**config.mk**
```make
export PLATFORM = sky130hd
export DESIGN_NAME = cpu_bus
export DESIGN_NICKNAME = d
export VERILOG_FILES = /design/src/design/bus_pkg.sv /design/src/design/bus_req_if.sv /design/src/design/bus_master.sv /design/src/design/cpu_bus.sv /design/src/design/panel_cmd.sv /design/src/design/req_fifo.sv
export VERILOG_INCLUDE_DIRS = /design/src /design/src/design
export SDC_FILE = /design/constraint.sdc
export NUM_CORES = 1
export LEC_CHECK = 0
export BUFFER_PORTS_ARGS = -buffer_cell sky130_fd_sc_hd__buf_2
export CELL_PAD_IN_SITES_DETAIL_PLACEMENT = 0
export CELL_PAD_IN_SITES_GLOBAL_PLACEMENT = 1
export CORE_MARGIN = 3
export CORE_UTILIZATION = 44
export DETAILED_ROUTE_END_ITERATION = 16
export PLACE_DENSITY_LB_ADDON = 0.1
export SYNTH_ARGS = -nofsm -noshare
export SYNTH_HDL_FRONTEND = slang
export SYNTH_SLANG_ARGS = --single-unit
```
**constraint.sdc**
```tcl
create_clock -name __clk -period 2.5 [get_ports __clk]
set_input_delay 0.25 -clock __clk [delete_from_list [all_inputs] [get_ports __clk]]
set_output_delay 0.25 -clock __clk [all_outputs]
set_load 0.005 [all_outputs]
```
**src/design/cpu_bus_cfg.svh**
```systemverilog
// cpu bus path configuration
// bus timing, request queue depth and CPU feature switches
`ifndef CPU_BUS_CFG_SVH
`define CPU_BUS_CFG_SVH

// ------------------------------------------------------------
// bus timing
// ------------------------------------------------------------

// clock cycles to wait for rok_/ren_/rpe_ before no answer
`define ALARM_DLY_TICKS 250

// ------------------------------------------------------------
// request queue
// ------------------------------------------------------------

`define REQ_FIFO_DEPTH 4 // power of two

// ------------------------------------------------------------
// cpu features
// ------------------------------------------------------------

`define IO_CHANNELS 8 // fitted I/O channels
`define LOW_MEM_WRITE_DENY 1 // refuse memory writes to page 0
`define STOP_ON_NOMEM 1 // memory no-answer latches awaria_

`endif

```
**src/design/bus_pkg.sv**
```systemverilog
// bus types shared by the panel, request queue and bus master
// address word views, request record and reply status
`default_nettype none

package bus_pkg;

	// address word seen as memory address
	typedef struct packed {
		logic [3:0] page;
		logic [11:0] offset;
	} mem_addr_t;

	// address word seen as I/O address
	typedef struct packed {
		logic dir; // direction hint
		logic [3:0] chan;
		logic [2:0] dev;
		logic [7:0] regno;
	} io_addr_t;

	// one bus address word, two decodings
	typedef union packed {
		mem_addr_t mem;
		io_addr_t io;
	} bus_word_t;

	typedef enum logic {
		read = 1'b0,
		write = 1'b1
	} bus_op_t;

	// one queued bus request, 34 bits
	typedef struct packed {
		bus_op_t op;
		logic io; // I/O instead of memory
		bus_word_t addr;
		logic [15:0] data; // write data
	} bus_req_t;

	typedef enum logic [2:0] {
		st_ok,
		st_en, // device engaged
		st_pe, // parity error
		st_none, // no answer
		st_deny // refused before the bus
	} bus_status_t;

endpackage

`default_nettype wire

```
**src/design/bus_req_if.sv**
```systemverilog
// request link between design blocks
// Wishbone classic handshake carrying one bus request per ack
`default_nettype none
`timescale 1ns/10ps

interface bus_req_if import bus_pkg::*; ();

	logic cyc;
	logic stb;
	logic ack; // one cycle per transferred request
	bus_req_t req;

	// request source
	modport master(
		output cyc,
		output stb,
		output req,
		input ack
	);

	// request sink
	modport slave(
		input cyc,
		input stb,
		input req,
		output ack
	);

endinterface

`default_nettype wire

```
**src/design/bus_master.sv**
```systemverilog
// system bus master
// runs one memory or I/O transfer per request, with alarm timeout and reply status
`default_nettype none
`timescale 1ns/10ps

`include "cpu_bus_cfg.svh"

module bus_master import bus_pkg::*; (
	input logic __clk,
	input logic reset,

	bus_req_if.slave req_bus, // from the request queue

	// system bus, all active low
	output logic [15:0] dad_,
	output logic [15:0] ddt_,
	output logic dr_,
	output logic dw_,
	output logic din_,
	input logic [15:0] rdt_,
	input logic rok_,
	input logic ren_,
	input logic rpe_,

	// transfer result
	output logic [15:0] w,
	output bus_status_t reply,
	output logic done,
	output logic awaria_
);

	localparam int ALARM_TICKS = `ALARM_DLY_TICKS;
	localparam int CNT_W = $clog2(ALARM_TICKS);

	typedef enum logic [1:0] {
		s_idle,
		s_strobe, // strobe out, waiting for a reply
		s_release // waiting for reply lines to go high
	} state_t;

	state_t state;
	logic [CNT_W-1:0] alarm_cnt;
	bus_word_t addr;
	logic start;
	logic any_reply;
	logic alarm_hit;
	logic io_refuse;
	logic mem_refuse;
	logic is_read;
	bus_status_t line_status;

	assign addr = req_bus.req.addr;
	assign is_read = req_bus.req.op == read;
	assign start = state == s_idle && req_bus.cyc && req_bus.stb && !req_bus.ack;
	assign any_reply = !rok_ || !ren_ || !rpe_;
	assign alarm_hit = alarm_cnt == CNT_W'(ALARM_TICKS - 1);

	// ------------------------------------------------------------
	// refusal before the bus
	// ------------------------------------------------------------

	assign io_refuse = req_bus.req.io && (int'(addr.io.chan) >= `IO_CHANNELS);
	assign mem_refuse = !req_bus.req.io && !is_read && addr.mem.page == 4'd0
		&& (`LOW_MEM_WRITE_DENY != 0);

	// parity error outranks engaged, engaged outranks ok
	always_comb begin
		if (!rpe_) begin
			line_status = st_pe;
		end else if (!ren_) begin
			line_status = st_en;
		end else begin
			line_status = st_ok;
		end
	end

	// ------------------------------------------------------------
	// transfer FSM
	// ------------------------------------------------------------

	always_ff @(posedge __clk) begin
		if (reset) begin
			state <= s_idle;
			alarm_cnt <= '0;
			dad_ <= '1;
			ddt_ <= '1;
			dr_ <= 1'b1;
			dw_ <= 1'b1;
			din_ <= 1'b1;
			reply <= st_ok;
			done <= 1'b0;
			req_bus.ack <= 1'b0;
			awaria_ <= 1'b1;
		end else begin
			done <= 1'b0;
			req_bus.ack <= 1'b0;
			case (state)
				s_idle: begin
					if (start && (io_refuse || mem_refuse)) begin
						reply <= io_refuse ? st_none : st_deny; // no strobe at all
						done <= 1'b1;
						req_bus.ack <= 1'b1;
					end else if (start) begin
						dad_ <= ~addr;
						ddt_ <= is_read ? '1 : ~req_bus.req.data;
						din_ <= !req_bus.req.io;
						dr_ <= !(!req_bus.req.io && is_read);
						dw_ <= !(!req_bus.req.io && !is_read);
						alarm_cnt <= '0;
						state <= s_strobe;
					end
				end
				s_strobe: begin
					if (any_reply || alarm_hit) begin
						dad_ <= '1;
						ddt_ <= '1;
						dr_ <= 1'b1;
						dw_ <= 1'b1;
						din_ <= 1'b1;
						done <= 1'b1;
						req_bus.ack <= 1'b1;
						alarm_cnt <= '0;
						state <= s_release;
						if (any_reply) begin
							reply <= line_status;
						end else begin
							reply <= st_none;
							// missing memory stops the machine
							if (!req_bus.req.io && (`STOP_ON_NOMEM != 0)) begin
								awaria_ <= 1'b0;
							end
						end
					end else begin
						alarm_cnt <= alarm_cnt + 1'b1;
					end
				end
				s_release: begin
					// a stuck reply line gives up after the same limit
					if (!any_reply || alarm_hit) begin
						state <= s_idle;
					end else begin
						alarm_cnt <= alarm_cnt + 1'b1;
					end
				end
				default: state <= s_idle;
			endcase
		end
	end

	// read data, only on a good read
	always_ff @(posedge __clk) begin
		if (state == s_strobe && any_reply && line_status == st_ok && is_read) begin
			w <= ~rdt_;
		end
	end

endmodule

`default_nettype wire

```
**src/design/cpu_bus.sv**
```systemverilog
// cpu system bus access path
// panel commands, request queue and bus master behind plain panel and bus ports
`default_nettype none
`timescale 1ns/10ps

`include "cpu_bus_cfg.svh"

module cpu_bus import bus_pkg::*; (
	// control panel
	input logic [15:0] kl,
	input logic panel_load_,
	input logic panel_store_,
	input logic panel_fetch_,
	input logic inou,
	output logic wait_,
	output logic [15:0] w,
	output bus_status_t reply,
	output logic done,
	output logic awaria_,

	// system bus
	output logic [15:0] dad_,
	output logic [15:0] ddt_,
	output logic dr_,
	output logic dw_,
	output logic din_,
	input logic [15:0] rdt_,
	input logic rok_,
	input logic ren_,
	input logic rpe_,

	input logic reset,
	input logic __clk
);

	bus_req_if link_a(); // panel -> queue
	bus_req_if link_b(); // queue -> bus master

	// ------------------------------------------------------------
	// panel commands
	// ------------------------------------------------------------

	panel_cmd PNL(
		.__clk(__clk),
		.reset(reset),
		.kl(kl),
		.panel_load_(panel_load_),
		.panel_store_(panel_store_),
		.panel_fetch_(panel_fetch_),
		.inou(inou),
		.wait_(wait_),
		.req_bus(link_a)
	);

	// ------------------------------------------------------------
	// request queue
	// ------------------------------------------------------------

	req_fifo #(
		.DEPTH(`REQ_FIFO_DEPTH)
	) RQF(
		.__clk(__clk),
		.reset(reset),
		.push(link_a),
		.pop(link_b)
	);

	// ------------------------------------------------------------
	// bus master
	// ------------------------------------------------------------

	bus_master BUS(
		.__clk(__clk),
		.reset(reset),
		.req_bus(link_b),
		.dad_(dad_),
		.ddt_(ddt_),
		.dr_(dr_),
		.dw_(dw_),
		.din_(din_),
		.rdt_(rdt_),
		.rok_(rok_),
		.ren_(ren_),
		.rpe_(rpe_),
		.w(w),
		.reply(reply),
		.done(done),
		.awaria_(awaria_)
	);

endmodule

`default_nettype wire

```
**src/design/panel_cmd.sv**
```systemverilog
// control panel command unit
// turns panel key strobes into bus requests, keeps the panel address register
`default_nettype none
`timescale 1ns/10ps

module panel_cmd import bus_pkg::*; (
	input logic __clk,
	input logic reset,

	// control panel
	input logic [15:0] kl,
	input logic panel_load_,
	input logic panel_store_,
	input logic panel_fetch_,
	input logic inou, // I/O instead of memory
	output logic wait_,

	// link to the request queue
	bus_req_if.master req_bus
);

	logic busy; // request waiting for ack
	logic take; // store or fetch accepted this edge
	logic [15:0] ar; // panel address register
	bus_req_t req_q;

	// load has priority over store and fetch
	assign take = !busy && panel_load_ && (!panel_store_ || !panel_fetch_);

	// ------------------------------------------------------------
	// control
	// ------------------------------------------------------------

	always_ff @(posedge __clk) begin
		if (reset) begin
			busy <= 1'b0;
			ar <= '0;
		end else if (busy) begin
			if (req_bus.ack) begin
				busy <= 1'b0;
				// I/O leaves the address alone
				if (!req_q.io) begin
					ar <= ar + 16'd1;
				end
			end
		end else if (!panel_load_) begin
			ar <= kl;
		end else if (take) begin
			busy <= 1'b1;
		end
	end

	// ------------------------------------------------------------
	// request word
	// ------------------------------------------------------------

	always_ff @(posedge __clk) begin
		if (take) begin
			req_q.op <= !panel_store_ ? write : read; // store wins over fetch
			req_q.io <= inou;
			req_q.addr <= ar;
			req_q.data <= kl;
		end
	end

	// request held until the queue acks it
	assign req_bus.cyc = busy;
	assign req_bus.stb = busy;
	assign req_bus.req = req_q;

	assign wait_ = !busy; // panel locked out while a request is pending

endmodule

`default_nettype wire

```
**src/design/req_fifo.sv**
```systemverilog
// bus request queue
// circular buffer between the panel link and the bus master link
`default_nettype none
`timescale 1ns/10ps

`include "cpu_bus_cfg.svh"

module req_fifo import bus_pkg::*; #(
	parameter int DEPTH = `REQ_FIFO_DEPTH
) (
	input logic __clk,
	input logic reset,
	bus_req_if.slave push, // from the panel
	bus_req_if.master pop // to the bus master
);

	localparam int PTR_W = $clog2(DEPTH);

	bus_req_t mem [DEPTH];
	logic [PTR_W-1:0] wr_ptr;
	logic [PTR_W-1:0] rd_ptr;
	logic [PTR_W:0] count; // occupancy
	logic full;
	logic empty;
	logic push_fire;
	logic pop_fire;
	logic out_stb;

	assign full = count == (PTR_W + 1)'(DEPTH);
	assign empty = count == '0;
	assign push_fire = push.cyc && push.stb && push.ack;
	assign pop_fire = out_stb && pop.ack;

	// ------------------------------------------------------------
	// input side
	// ------------------------------------------------------------

	// ack one cycle after stb, held back while full
	always_ff @(posedge __clk) begin
		if (reset) begin
			push.ack <= 1'b0;
		end else begin
			push.ack <= push.cyc && push.stb && !push.ack && !full;
		end
	end

	always_ff @(posedge __clk) begin
		if (push_fire) begin
			mem[wr_ptr] <= push.req;
		end
	end

	// ------------------------------------------------------------
	// pointers and count
	// ------------------------------------------------------------

	always_ff @(posedge __clk) begin
		if (reset) begin
			wr_ptr <= '0;
			rd_ptr <= '0;
			count <= '0;
		end else begin
			if (push_fire) wr_ptr <= wr_ptr + 1'b1; // wraps, depth is 2^n
			if (pop_fire) rd_ptr <= rd_ptr + 1'b1;
			case ({push_fire, pop_fire})
				2'b10: count <= count + 1'b1;
				2'b01: count <= count - 1'b1;
				default: ; // both or neither
			endcase
		end
	end

	// ------------------------------------------------------------
	// output side
	// ------------------------------------------------------------

	// stb drops for a cycle after each ack
	always_ff @(posedge __clk) begin
		if (reset) begin
			out_stb <= 1'b0;
		end else if (pop.ack) begin
			out_stb <= 1'b0;
		end else if (!empty) begin
			out_stb <= 1'b1;
		end
	end

	assign pop.cyc = out_stb;
	assign pop.stb = out_stb;
	assign pop.req = mem[rd_ptr]; // head entry

endmodule

`default_nettype wire

```
# Word level (Yosys, flattened, before mapping)
# Memories as Yosys holds them, arrays and structs flattened. A register that Yosys moved wholly into a read port is not among the register bits.
# Cells that the tools add are included.
# word_totals
regBits,126
mem_bits_rw,136
out_inout_bits,57
n_memories,1
# classes
add_sub_neg,6
order_cmp,1
eq_ne,15
mux,52
bitwise_logic,6
n_reduce_logical,50
# memory_table
memory,depth,word_bits,read_ports,rd_clocked_by_memory_dff,wr,line,rtl
RQF.mem,4,34,1,1,1,req_fifo.sv:19,bus_req_t mem [DEPTH];
# ops
cell,count
$mux 16,10
$pmux 16 s2,2
$not 16->16,3
$mux 8,4
$pmux 8 s3,1
$logic_and 1x1->1,17
$mux 1,17
$add 16x1->16 const B,1
$reduce_and 4->1,4
$mux 3,5
$logic_not 1->1,13
$mux 2,6
$pmux 3 s2,2
$ne 2x1->1 const B,5
$add 8x1->8 const B,1
$eq 8x8->1 const B,1
$ne 2x2->1 const B,4
$pmux 1 s2,4
$logic_not 3->1,2
$logic_or 1x1->1,6
$pmux 2 s3,1
$reduce_and 3->1,2
$add 2x1->2 const B,2
$eq 2x1->1 const B,2
11 further kinds,15

# Longest topological paths before layout
# Gate-level depths: netlist of run 1.
# logic_depth
depth_word,7
depth_mapped,11

# Hierarchy
# Synthesis of run 1 repeated with hierarchy kept, for this count alone.
# unflattened
cells_unflattened,710
area_unflattened_um2,10487.6
# modules_own_cells
module,n_inst,cells_per_inst,area_each_um2,seq_area_each_um2
req_fifo,1,230,5460.2,4304.1
bus_master,1,303,2886.5,1481.4
panel_cmd,1,177,2140.8,1361.3

# Worst setup path before layout of run 1
# Ideal clock, no wire load.
# synth_timing
path_type,reg-to-reg
startpoint,register (tool-made name)
endpoint,"register BUS.w[0], enable pin"
setup_ns,0.413
t_arrival_ns,2.236
required_time_ns,2.087
slack_ns,-0.149
path_stages_with_launch,4
path_buffers,1
synth_period_minus_slack_ns,2.649
cell_sequence,dfxtp_1 buf_6 mux4_2 nor3b_1
# synth_rtl
item,line,rtl
end signal: assignment,bus_master.sv:153,w <= ~rdt_;
end: declaration,bus_master.sv:26,"output logic [15:0] w,"

==> impl_metrics.ini, run 1 <==
[critical_path]
timing_worst_setup_path_type = flip-flop to flip-flop
crit_fanout = 8
startpoint_type = flip-flop
worstSetupEndpointType = flip-flop
cp.required_ps = 2910
cp.arrival_ps = 2760

[layout]
area_growth_pct = 20.7
seqCellArea_um2 = 7150
fin_nets = 942
fin_cells = 1227
drive_gt1_share_pct = 27.3
num_antenna_cells = 0
fill_cells = 1977
multi_input_area_um2 = 3090

[timing]
tns_ps = 0
fmax_mhz = 425
hold_viol_final = 0
finalWorstSetupSlack_ps = 148
post-route-period-util_pct = 94.1
min_period_ps = 2350
rsz0062_at_grt = false
final-setup-viol-count = 0
skew_ps = 12.4
worst_pin_slew_ps = 644
drv_slew = 0
max_slew_margin_pct = 57.0

[placed_design]
port_buffers = 97
gp_congestion = 0.796
place_inst = 1143
dp_hpwl_mm = 15.0
pre_cts_ws_ps = 101

[floorplan]
core_area_um2 = 23500
die_y_um = 161
row_count = 56
boundaryPins = 98
dieArea_um2 = 25900
initial_core_util_pct = 44.9
die_w_um = 161

[routing]
antenna_left = 0
first_pass_iters = 5
viasPerCell = 5.24
wl_per_cell_um = 17.9
route.detailed.drc = 0
drt-initial-drc-count = 370
wirelength_mm = 22.0
vias = 6432

[cts]
clk_pin_slew_ps = 60
cts_root_buffer = clkbuf_16
cts_max_level = 1
cts_setup_buffers = 0
clk_latency_ps = 520
cts_tree = built
numCtsBuffers = 27
clock_sinks = 264
cts.path.max_buffers = 3

[synth]
ys.warnings.count = 0
synth_seq_cells = 264
synth_nets = 788
syn-cell-area_um2 = 10600
syn_avg_cell_area_um2 = 14.4
synth_compound_area_share_pct = 9.57
synth-async-reset-ratio_pct = 0
ys.flop_type = edfxtp_1
yosysMostFrequentCell = edfxtp_1
synth_top_family_by_area = compound AO/OA/AOI/OAI gates
synthCells = 733
synth_xor_area_share_pct = 0.414
post_synth_fa_ha_maj_area_fraction_pct = 1.73
synthDistinctLibCells = 62
synth_common_cells = edfxtp_1, dfxtp_1, nor2_1
yosysTopAreaCell = edfxtp_1
synth-edff-count = 186
yosys-mux-area-fraction_pct = 7.84
yosysSeqAreaShare_pct = 67.6
synthSimpleGateAreaFrac_pct = 9.51
yosys-top-cells-area = edfxtp_1, dfxtp_1, mux4_2, nor2_1, a21oi_2
yosysTopAreaCellShare_pct = 52.9

[power_and_ir_drop]
p_sw_share_pct = 26.0
power_mw = 10.7
cellLeakagePower_nw = 4.38
power_density_nw_per_um2 = 839
power.internal_mw = 7.92
power_frac_seq_pct = 47.7
combPwrFrac_pct = 16.0
p_sw_mw = 2.78
pwr-share-clk_pct = 36.3
vdd_drop_max_uv = 516

[global_routing]
globalRoute.totalOverflow = 0
grt_pass1_wl_mm = 35.2
grt_pass1_vias = 6342
grt_max_degree = 41
antenna_found_initial = 0
grtUsageTotal_pct = 16.9

[job]
timing.max_cap.violations = 0

[hold_path]
timing.hold.worst.class = input pin to flip-flop

[run_status]
status = complete, no violations
-- flip-flops by register name, indices dropped and copies added, names as in the netlist, named ones only --
signal,count
BUS.alarm_cnt,8
BUS.awaria_,1
BUS.dad_,16
BUS.ddt_,16
BUS.din_,1
BUS.done,1
BUS.dr_,1
BUS.dw_,1
BUS.reply,3
BUS.state,2
BUS.w,16
PNL.ar,16
PNL.req_bus.cyc,1
PNL.req_bus.req,34
RQF.count,3
RQF.mem,136
RQF.pop.cyc,1
RQF.push.ack,1
RQF.rd_ptr,2
RQF.wr_ptr,2
-- power groups by stage --
stage | logic, mW | registers, mW | clock network [mW]
6_report | 1.71 | 5.10 | 3.89
5_1_grt | 1.87 | 5.14 | 4.18
4_1_cts | 1.71 | 5.11 | 3.99
3_5_place_dp | 1.66 | 5.20 | 0
3_3_place_gp | 1.63 | 5.18 | 0
2_1_floorplan | 1.12 | 5.15 | 0
-- layout make-up --
cell class	count	share of cell area, %
clock inverters	18	1.34
repair buffers	166	8.76
multi-input cells	393	24.2
well taps	319	3.13
inverters	35	1.03
flip-flops and latches	264	56.1
clock buffers	32	5.44
-- logic make-up (layout without fill, tap and decap cells) --
| family | after synthesis | in the layout |
|---|---|---|
| compound gates | 134 | 134 |
| mux | 40 | 40 |
| buf+inv | 76 | 251 |
| xor+xnor | 5 | 5 |
| flops | 264 | 264 |
| fa+ha+maj | 14 | 14 |
| simple gates | 200 | 200 |
-- critical path, stage by stage, from the launching register on --
cell and delay (ps):
dfxtp_4 420, mux4_2 600, a21o_1 220, a22o_1 290, buf_4 180, nor3_1 320
buf_4 190, a21oi_4 30
-- layer usage --
layer	track usage [%]	share of wire, %	vias to the layer above
li1	-	-	3088
met1	25.9	49	3157
met2	25.6	44	168
met3	2.91	5.6	19
met4	3.36	1.0	0
met5	0	0	-
-- path summary, 6_finish.rpt --
path                            startpoint                         to  slack, ps  cells past startpoint
hold / removal                       reset  BUS.state[0]$_SDFFE_PP0P_         80                      2
setup / recovery                 flip-flop  BUS.dad_[12]$_SDFFE_PP1P_        150                      7
hold reg to reg   BUS.awaria_$_SDFFE_PP1P_   BUS.awaria_$_SDFFE_PP1P_        470                      2
setup reg to reg                 flip-flop  BUS.dad_[12]$_SDFFE_PP1P_        150                      7
-- stage by stage --
step	hold WS, ps	instance area [µm²]	util [%]
floorplan	349	10600	-
global placement	439	11500	49.0
detailed placement	441	11500	49.0
CTS	44.5	12700	54.1
global route	68.6	12800	54.2
finish	75.9	12800	54.2
-- timing repair --
action | in CTS | in global routing
endpoints found under the hold margin | 35 | 0
hold buffers | 34 | 0
endpoints found under the setup margin | 0 | 8
resized for setup | 0 | 5
-- layout by cell type (no fill, tap or decap), types with 28 or more instances in the layout --
cell             n
dlygate4sd3_1   34
mux4_2          34
dfxtp_1         77
buf_4           32
buf_2           97
nand2_1         44
nor2_1          60
edfxtp_1       186
inv_1           35
a21oi_1         28
Power figures use the tool's default switching activity.
==> inputs of run 2 (changes only) <==
Settings changed: GPL_TIMING_DRIVEN from default to 0.
==> impl_metrics.ini, run 2 (synthesis results as in run 1) <==
[job]
timing.max_cap.violations = 0

[global_routing]
grt_pass1_vias = 6554
antenna_found_initial = 0
grt_max_degree = 36
grt_pass1_wl_mm = 37.7
grtUsageTotal_pct = 18.7
globalRoute.totalOverflow = 0

[critical_path]
path_depth = 8
worstSetupEndpointType = flip-flop
reg2reg_depth = 8
max_stage_delay_ps = 600
startpoint_type = flip-flop
cp_cell_sequence = buf_8 -> mux4_2 -> a21o_1 -> a22o_1 -> buf_6 -> clkbuf_4 -> nor4b_2 -> a21oi_2
critPathSlowestCell = mux4_2
crit_fanout = 10
cp.required_ps = 2910
timing_worst_setup_path_type = flip-flop to flip-flop
cp.arrival_ps = 2860
critPathTopFamily = multiplexers
cp_num_buf_inv = 3

[timing]
hold_viol_final = 0
worst_pin_slew_ps = 853
post-route-period-util_pct = 98.0
skew_ps = 9.42
tns_ps = 0
drv_slew = 0
max_slew_margin_pct = 43.2
min_period_ps = 2450
final-setup-viol-count = 0
fmax_mhz = 408
rsz0062_at_grt = true

[cts]
clk_latency_ps = 530
clk_pin_slew_ps = 60
cts_tree = built
clock_sinks = 264
cts_root_buffer = clkbuf_16
numCtsBuffers = 27
cts_max_level = 1
cts.path.max_buffers = 3

[floorplan]
row_count = 56
die_w_um = 161
die_y_um = 161
core_area_um2 = 23500
boundaryPins = 98
dieArea_um2 = 25900
initial_core_util_pct = 44.9

[routing]
vias = 6638
wirelength_mm = 24.4
dr.max_layer_used = met4
wl_met3_mm = 1.53
drt-initial-drc-count = 414
route.detailed.drc = 0
antenna_left = 0
viasPerCell = 5.35
first_pass_iters = 5
dr_wl_met2_mm = 11.3
wl_per_cell_um = 19.7
wl_met1_mm = 11.2

[power_and_ir_drop]
power_frac_seq_pct = 46.0
combPwrFrac_pct = 18.7
power_density_nw_per_um2 = 848
pwr-share-clk_pct = 35.3
vdd_drop_max_uv = 387
cellLeakagePower_nw = 4.45
p_sw_share_pct = 27.4
p_sw_mw = 3.04
power.internal_mw = 8.06

[placed_design]
port_buffers = 97
gp_congestion = 0.829
dp_hpwl_mm = 16.8
placedInstanceArea_um2 = 11500

[layout]
stdcell_area_um2 = 13100
fill_cells = 1966
area_growth_pct = 23.9
largest_reg_flops = 136
fin_nets = 956
final_common_cell = edfxtp_1
largest_register = RQF.mem
num_antenna_cells = 0
drive_gt1_share_pct = 30.0
final_cell_mix = edfxtp_1, buf_2, dfxtp_1

[run_status]
status = complete, no violations

[hold_path]
min_from = rpe_
timing.hold.worst.class = input pin to flip-flop
hold_depth = 4
run 2: changes by cell type in the layout (fill, tap and decap cells not counted), moves of 5 or more:
cell and change:
and3_1 -5, nor3_1 -5, buf_2 +6, nor3_2 +5, nor4b_4 +6, clkbuf_2 +5, buf_4 -28, nor4b_2 +10
and3_2 +5, clkbuf_1 +17, nor4b_1 -16
run 2: stage by stage:
step	power (mW)	util, %	cells	hold slack (ps)	setup slack, ps
after floorplan	6.27	-	733	349	253
after global placement	6.80	48.7	1149	430	-742
after detailed placement	6.86	49.0	1153	434	-353
after CTS	10.9	54.5	1235	114	-26.9
after global routing	11.6	55.6	1240	163	-21.2
final	11.1	55.6	1240	154	51.0
run 2: what timing repair did:
action	in CTS	in global routing
setup buffers	1	3
gates cloned	0	2
endpoints found under the setup margin	62	43
hold endpoints to repair	34	0
gates resized for setup	18	44
hold buffers	34	0
pin swaps	0	3
run 2: worst register-to-register path, stage by stage, from the launching register on:
cell and delay [ps]:
dfxtp_2 330, buf_8 130, mux4_2 610, a21o_1 240, a22o_1 240, buf_6 140
clkbuf_4 230, nor4b_2 380, a21oi_2 50
run 2: layout make-up:
class	count	area, µm²	share of cell area (%)
clock inverter	17	168	1.28
tap	319	399	3.05
sequential	264	7150	54.6
multi-input combinational	393	3340	25.5
inverter	35	131	1.00
buffer	39	244	1.86
clock buffer	32	694	5.31
timing repair buffer	141	966	7.38
run 2: path summary, 6_finish.rpt:
kind / end / slack (ps)
worst min register to register: PNL.req_bus.req[31]$_DFFE_PP_ / 470
worst max register to register: BUS.ddt_[13]$_SDFFE_PP1P_ / 50
worst min-delay path: BUS.awaria_$_SDFFE_PP1P_ / 150
worst max-delay path: BUS.ddt_[13]$_SDFFE_PP1P_ / 50
run 2: routing by layer:
| metal | up-vias | GRT usage (%) |
|---|---|---|
| met2 | 227 | 29.6 |
| li1 | 3115 | - |
| met1 | 3265 | 27.0 |
| met5 | - | 0 |
| met4 | 0 | 4.30 |
| met3 | 31 | 3.53 |
run 2: power by group through the flow:
stage / Sequential [mW] / Combinational, mW / Clock [mW]
CTS: 5.10 / 1.77 / 4.00
floorplan: 5.15 / 1.12 / 0
global route: 5.13 / 2.25 / 4.19
finish: 5.10 / 2.07 / 3.92
global placement: 5.18 / 1.63 / 0
detailed placement: 5.19 / 1.66 / 0
==> inputs of run 3 (changes only) <==
Settings changed: ABC_CLOCK_PERIOD_IN_PS from default to 2500, SYNTH_HIERARCHICAL from default to 1.
==> impl_metrics.ini, run 3 <==
[cts]
numCtsBuffers = 28
cts_tree = built
cts.path.max_buffers = 3
cts_root_buffer = clkbuf_16
cts_max_level = 1
clk_pin_slew_ps = 60
clock_sinks = 264
clk_latency_ps = 530

[synth]
ys.warnings.count = 6
yosys-mux-area-fraction_pct = 8.02
yosys-top-cells-area = edfxtp_1, dfxtp_1, mux4_2, nor2_1, and3b_1
synth_nets = 764
yosysMostFrequentCell = edfxtp_1
synthSimpleGateAreaFrac_pct = 10.6
yosysTopAreaCell = edfxtp_1
yosysSeqAreaShare_pct = 68.1
yosysTopAreaCellShare_pct = 53.3
synthDistinctLibCells = 69
synth_seq_cells = 264
synth_xor_area_share_pct = 0.418
synth_common_cells = edfxtp_1, dfxtp_1, nor2_1
ys.flop_type = edfxtp_1
synth-edff-count = 186
synthCells = 710
synth_top_family_by_area = simple AND/OR/NAND/NOR gates
synth-async-reset-ratio_pct = 0
syn-cell-area_um2 = 10500
post_synth_fa_ha_maj_area_fraction_pct = 1.62
synth_compound_area_share_pct = 7.68
syn_avg_cell_area_um2 = 14.8

[critical_path]
reg2reg_setup_slack_ps = -240
worstSetupEndpointType = flip-flop
crit_fanout = 7
max_stage_delay_ps = 600
crit_top_cell = buf_12
cp_cell_sequence = buf_12 -> buf_12 -> mux4_2 -> or4b_4 -> o211ai_4 -> buf_12 -> a211oi_4 -> clkbuf_8 -> and3b_2 -> o21ai_1
r2r_end = BUS/dad_[14]$_SDFFE_PP1P_
cp.arrival_ps = 3190
cp.required_ps = 2960
timing_worst_setup_path_type = flip-flop to flip-flop
startpoint_type = flip-flop
reg2reg_depth = 10
critPathSlowestCell = or4b_4

[power_and_ir_drop]
vdd_drop_max_uv = 489
combPwrFrac_pct = 9.7
p_sw_share_pct = 22.7
power_frac_seq_pct = 48.8
power_mw = 10.1
power_density_nw_per_um2 = 766
pwr-share-clk_pct = 41.5
power.internal_mw = 7.85
cellLeakagePower_nw = 4.74
p_sw_mw = 2.30

[layout]
num_antenna_cells = 0
area_growth_pct = 26.3
fin_cells = 1231
final_common_cell = edfxtp_1
final_cell_mix = edfxtp_1, buf_2, dfxtp_1
drive_gt1_share_pct = 30.1
fill_cells = 1836
largest_reg_flops = 136
largest_register = RQF/mem
fin_nets = 950
fin_util_pct = 57.5

[timing]
drv_slew = 0
worst_pin_slew_ps = 820
skew_ps = 15.2
timing.hold.ws_ps = 173
finalWorstSetupSlack_ps = -239
min_period_ps = 2740
post-route-period-util_pct = 110
rsz0062_at_grt = true
fmax_mhz = 365
final-setup-viol-count = 46
hold_viol_final = 0
max_slew_margin_pct = 45.3

[global_routing]
antenna_found_initial = 0
grt_pass1_vias = 6483
grt_pass1_wl_mm = 36.7
globalRoute.totalOverflow = 0
grt_max_degree = 36
grtUsageTotal_pct = 18.0

[placed_design]
port_buffers = 97
place_inst = 1124
pre_cts_ws_ps = -683
dp_hpwl_mm = 15.5
gp_congestion = 0.852

[routing]
wl_met1_mm = 10.4
drt-initial-drc-count = 390
dr_wl_met2_mm = 11.2
route.detailed.drc = 0
wl_per_cell_um = 19.0
dr.max_layer_used = met4
viasPerCell = 5.28
vias = 6505
wl_met3_mm = 1.25
first_pass_iters = 4
wirelength_mm = 23.3
antenna_left = 0

[job]
timing.max_cap.violations = 0

[hold_path]
timing.hold.worst.class = input pin to flip-flop
hold_depth = 4
min_to = BUS/reply[1]$_SDFFE_PP0P_
min_from = ren_

[floorplan]
boundaryPins = 98
core_area_um2 = 23100
row_count = 55
die_w_um = 160
initial_core_util_pct = 45.5
die_y_um = 160
dieArea_um2 = 25700

[run_status]
status = finished with violations
violations = setup timing
==> run 3: power groups by stage <==
stage               logic (mW)  registers (mW)  clock network, mW
floorplan                0.491            5.00                  0
global placement         0.753            5.03                  0
detailed placement       0.768            5.04                  0
CTS                      0.939            4.95               4.30
global route              1.07            4.97               4.48
finish                   0.987            4.95               4.21
==> run 3: final cells by class <==
class / instances / area, µm² / area share, %
Tap cell: 313 / 392 / 2.96
Clock buffer: 37 / 807 / 6.09
Buffer: 35 / 320 / 2.42
Inverter: 33 / 124 / 0.935
Multi-Input combinational cell: 378 / 3210 / 24.2
Sequential cell: 264 / 7150 / 54.0
Clock inverter: 15 / 151 / 1.14
Timing Repair Buffer: 156 / 1100 / 8.28
==> run 3: worst max-delay path by stage <==
stage	startpoint	endpoint	cells past startpoint
floorplan	flip-flop	BUS/alarm_cnt[4]$_SDFFE_PP0P_	8
global placement	flip-flop	BUS/dad_[14]$_SDFFE_PP1P_	9
detailed placement	flip-flop	BUS/dad_[14]$_SDFFE_PP1P_	9
CTS	flip-flop	BUS/alarm_cnt[1]$_SDFFE_PP0P_	10
global route	flip-flop	BUS/dad_[5]$_SDFFE_PP1P_	10
finish	flip-flop	BUS/dad_[14]$_SDFFE_PP1P_	10
==> run 3: timing repair <==
| action | in CTS | in global routing |
|---|---|---|
| resized for setup | 30 | 32 |
| buffers inserted | 16 | 2 |
| hold endpoints to repair | 34 | 0 |
| gates cloned | 5 | 1 |
| hold buffers | 34 | 0 |
| pin swaps | 12 | 20 |
| setup endpoints to repair | 65 | 49 |
==> run 3: metrics by stage <==
stage	setup TNS, ps	cell area (µm²)
floorplan	-2600	10500
global placement	-95230	11400
CTS	-7190	13100
global route	-12470	13200
detailed placement	-34490	11500
finish	-8740	13200
==> run 3: critical path, delay by kind of cell (launching register included) <==
family / cells / cell delay, ps
mux: 1 / 520
flops: 1 / 340
simple gates: 2 / 790
compound gates: 3 / 440
buf+inv: 4 / 580
==> run 3: metal layers <==
| metal | GRT usage (%) | vias up |
|---|---|---|
| met5 | 0 | - |
| met1 | 24.6 | 3181 |
| met4 | 4.10 | 0 |
| met3 | 3.22 | 38 |
| met2 | 30.1 | 185 |
| li1 | - | 3101 |
==> run 3: cells by family after synthesis <==
| group | count (synthesis) |
|---|---|
| buf+inv | 70 |
| mux | 40 |
| xor+xnor | 5 |
| simple gates | 196 |
| flops | 264 |
| fa+ha+maj | 13 |
| compound gates | 122 |
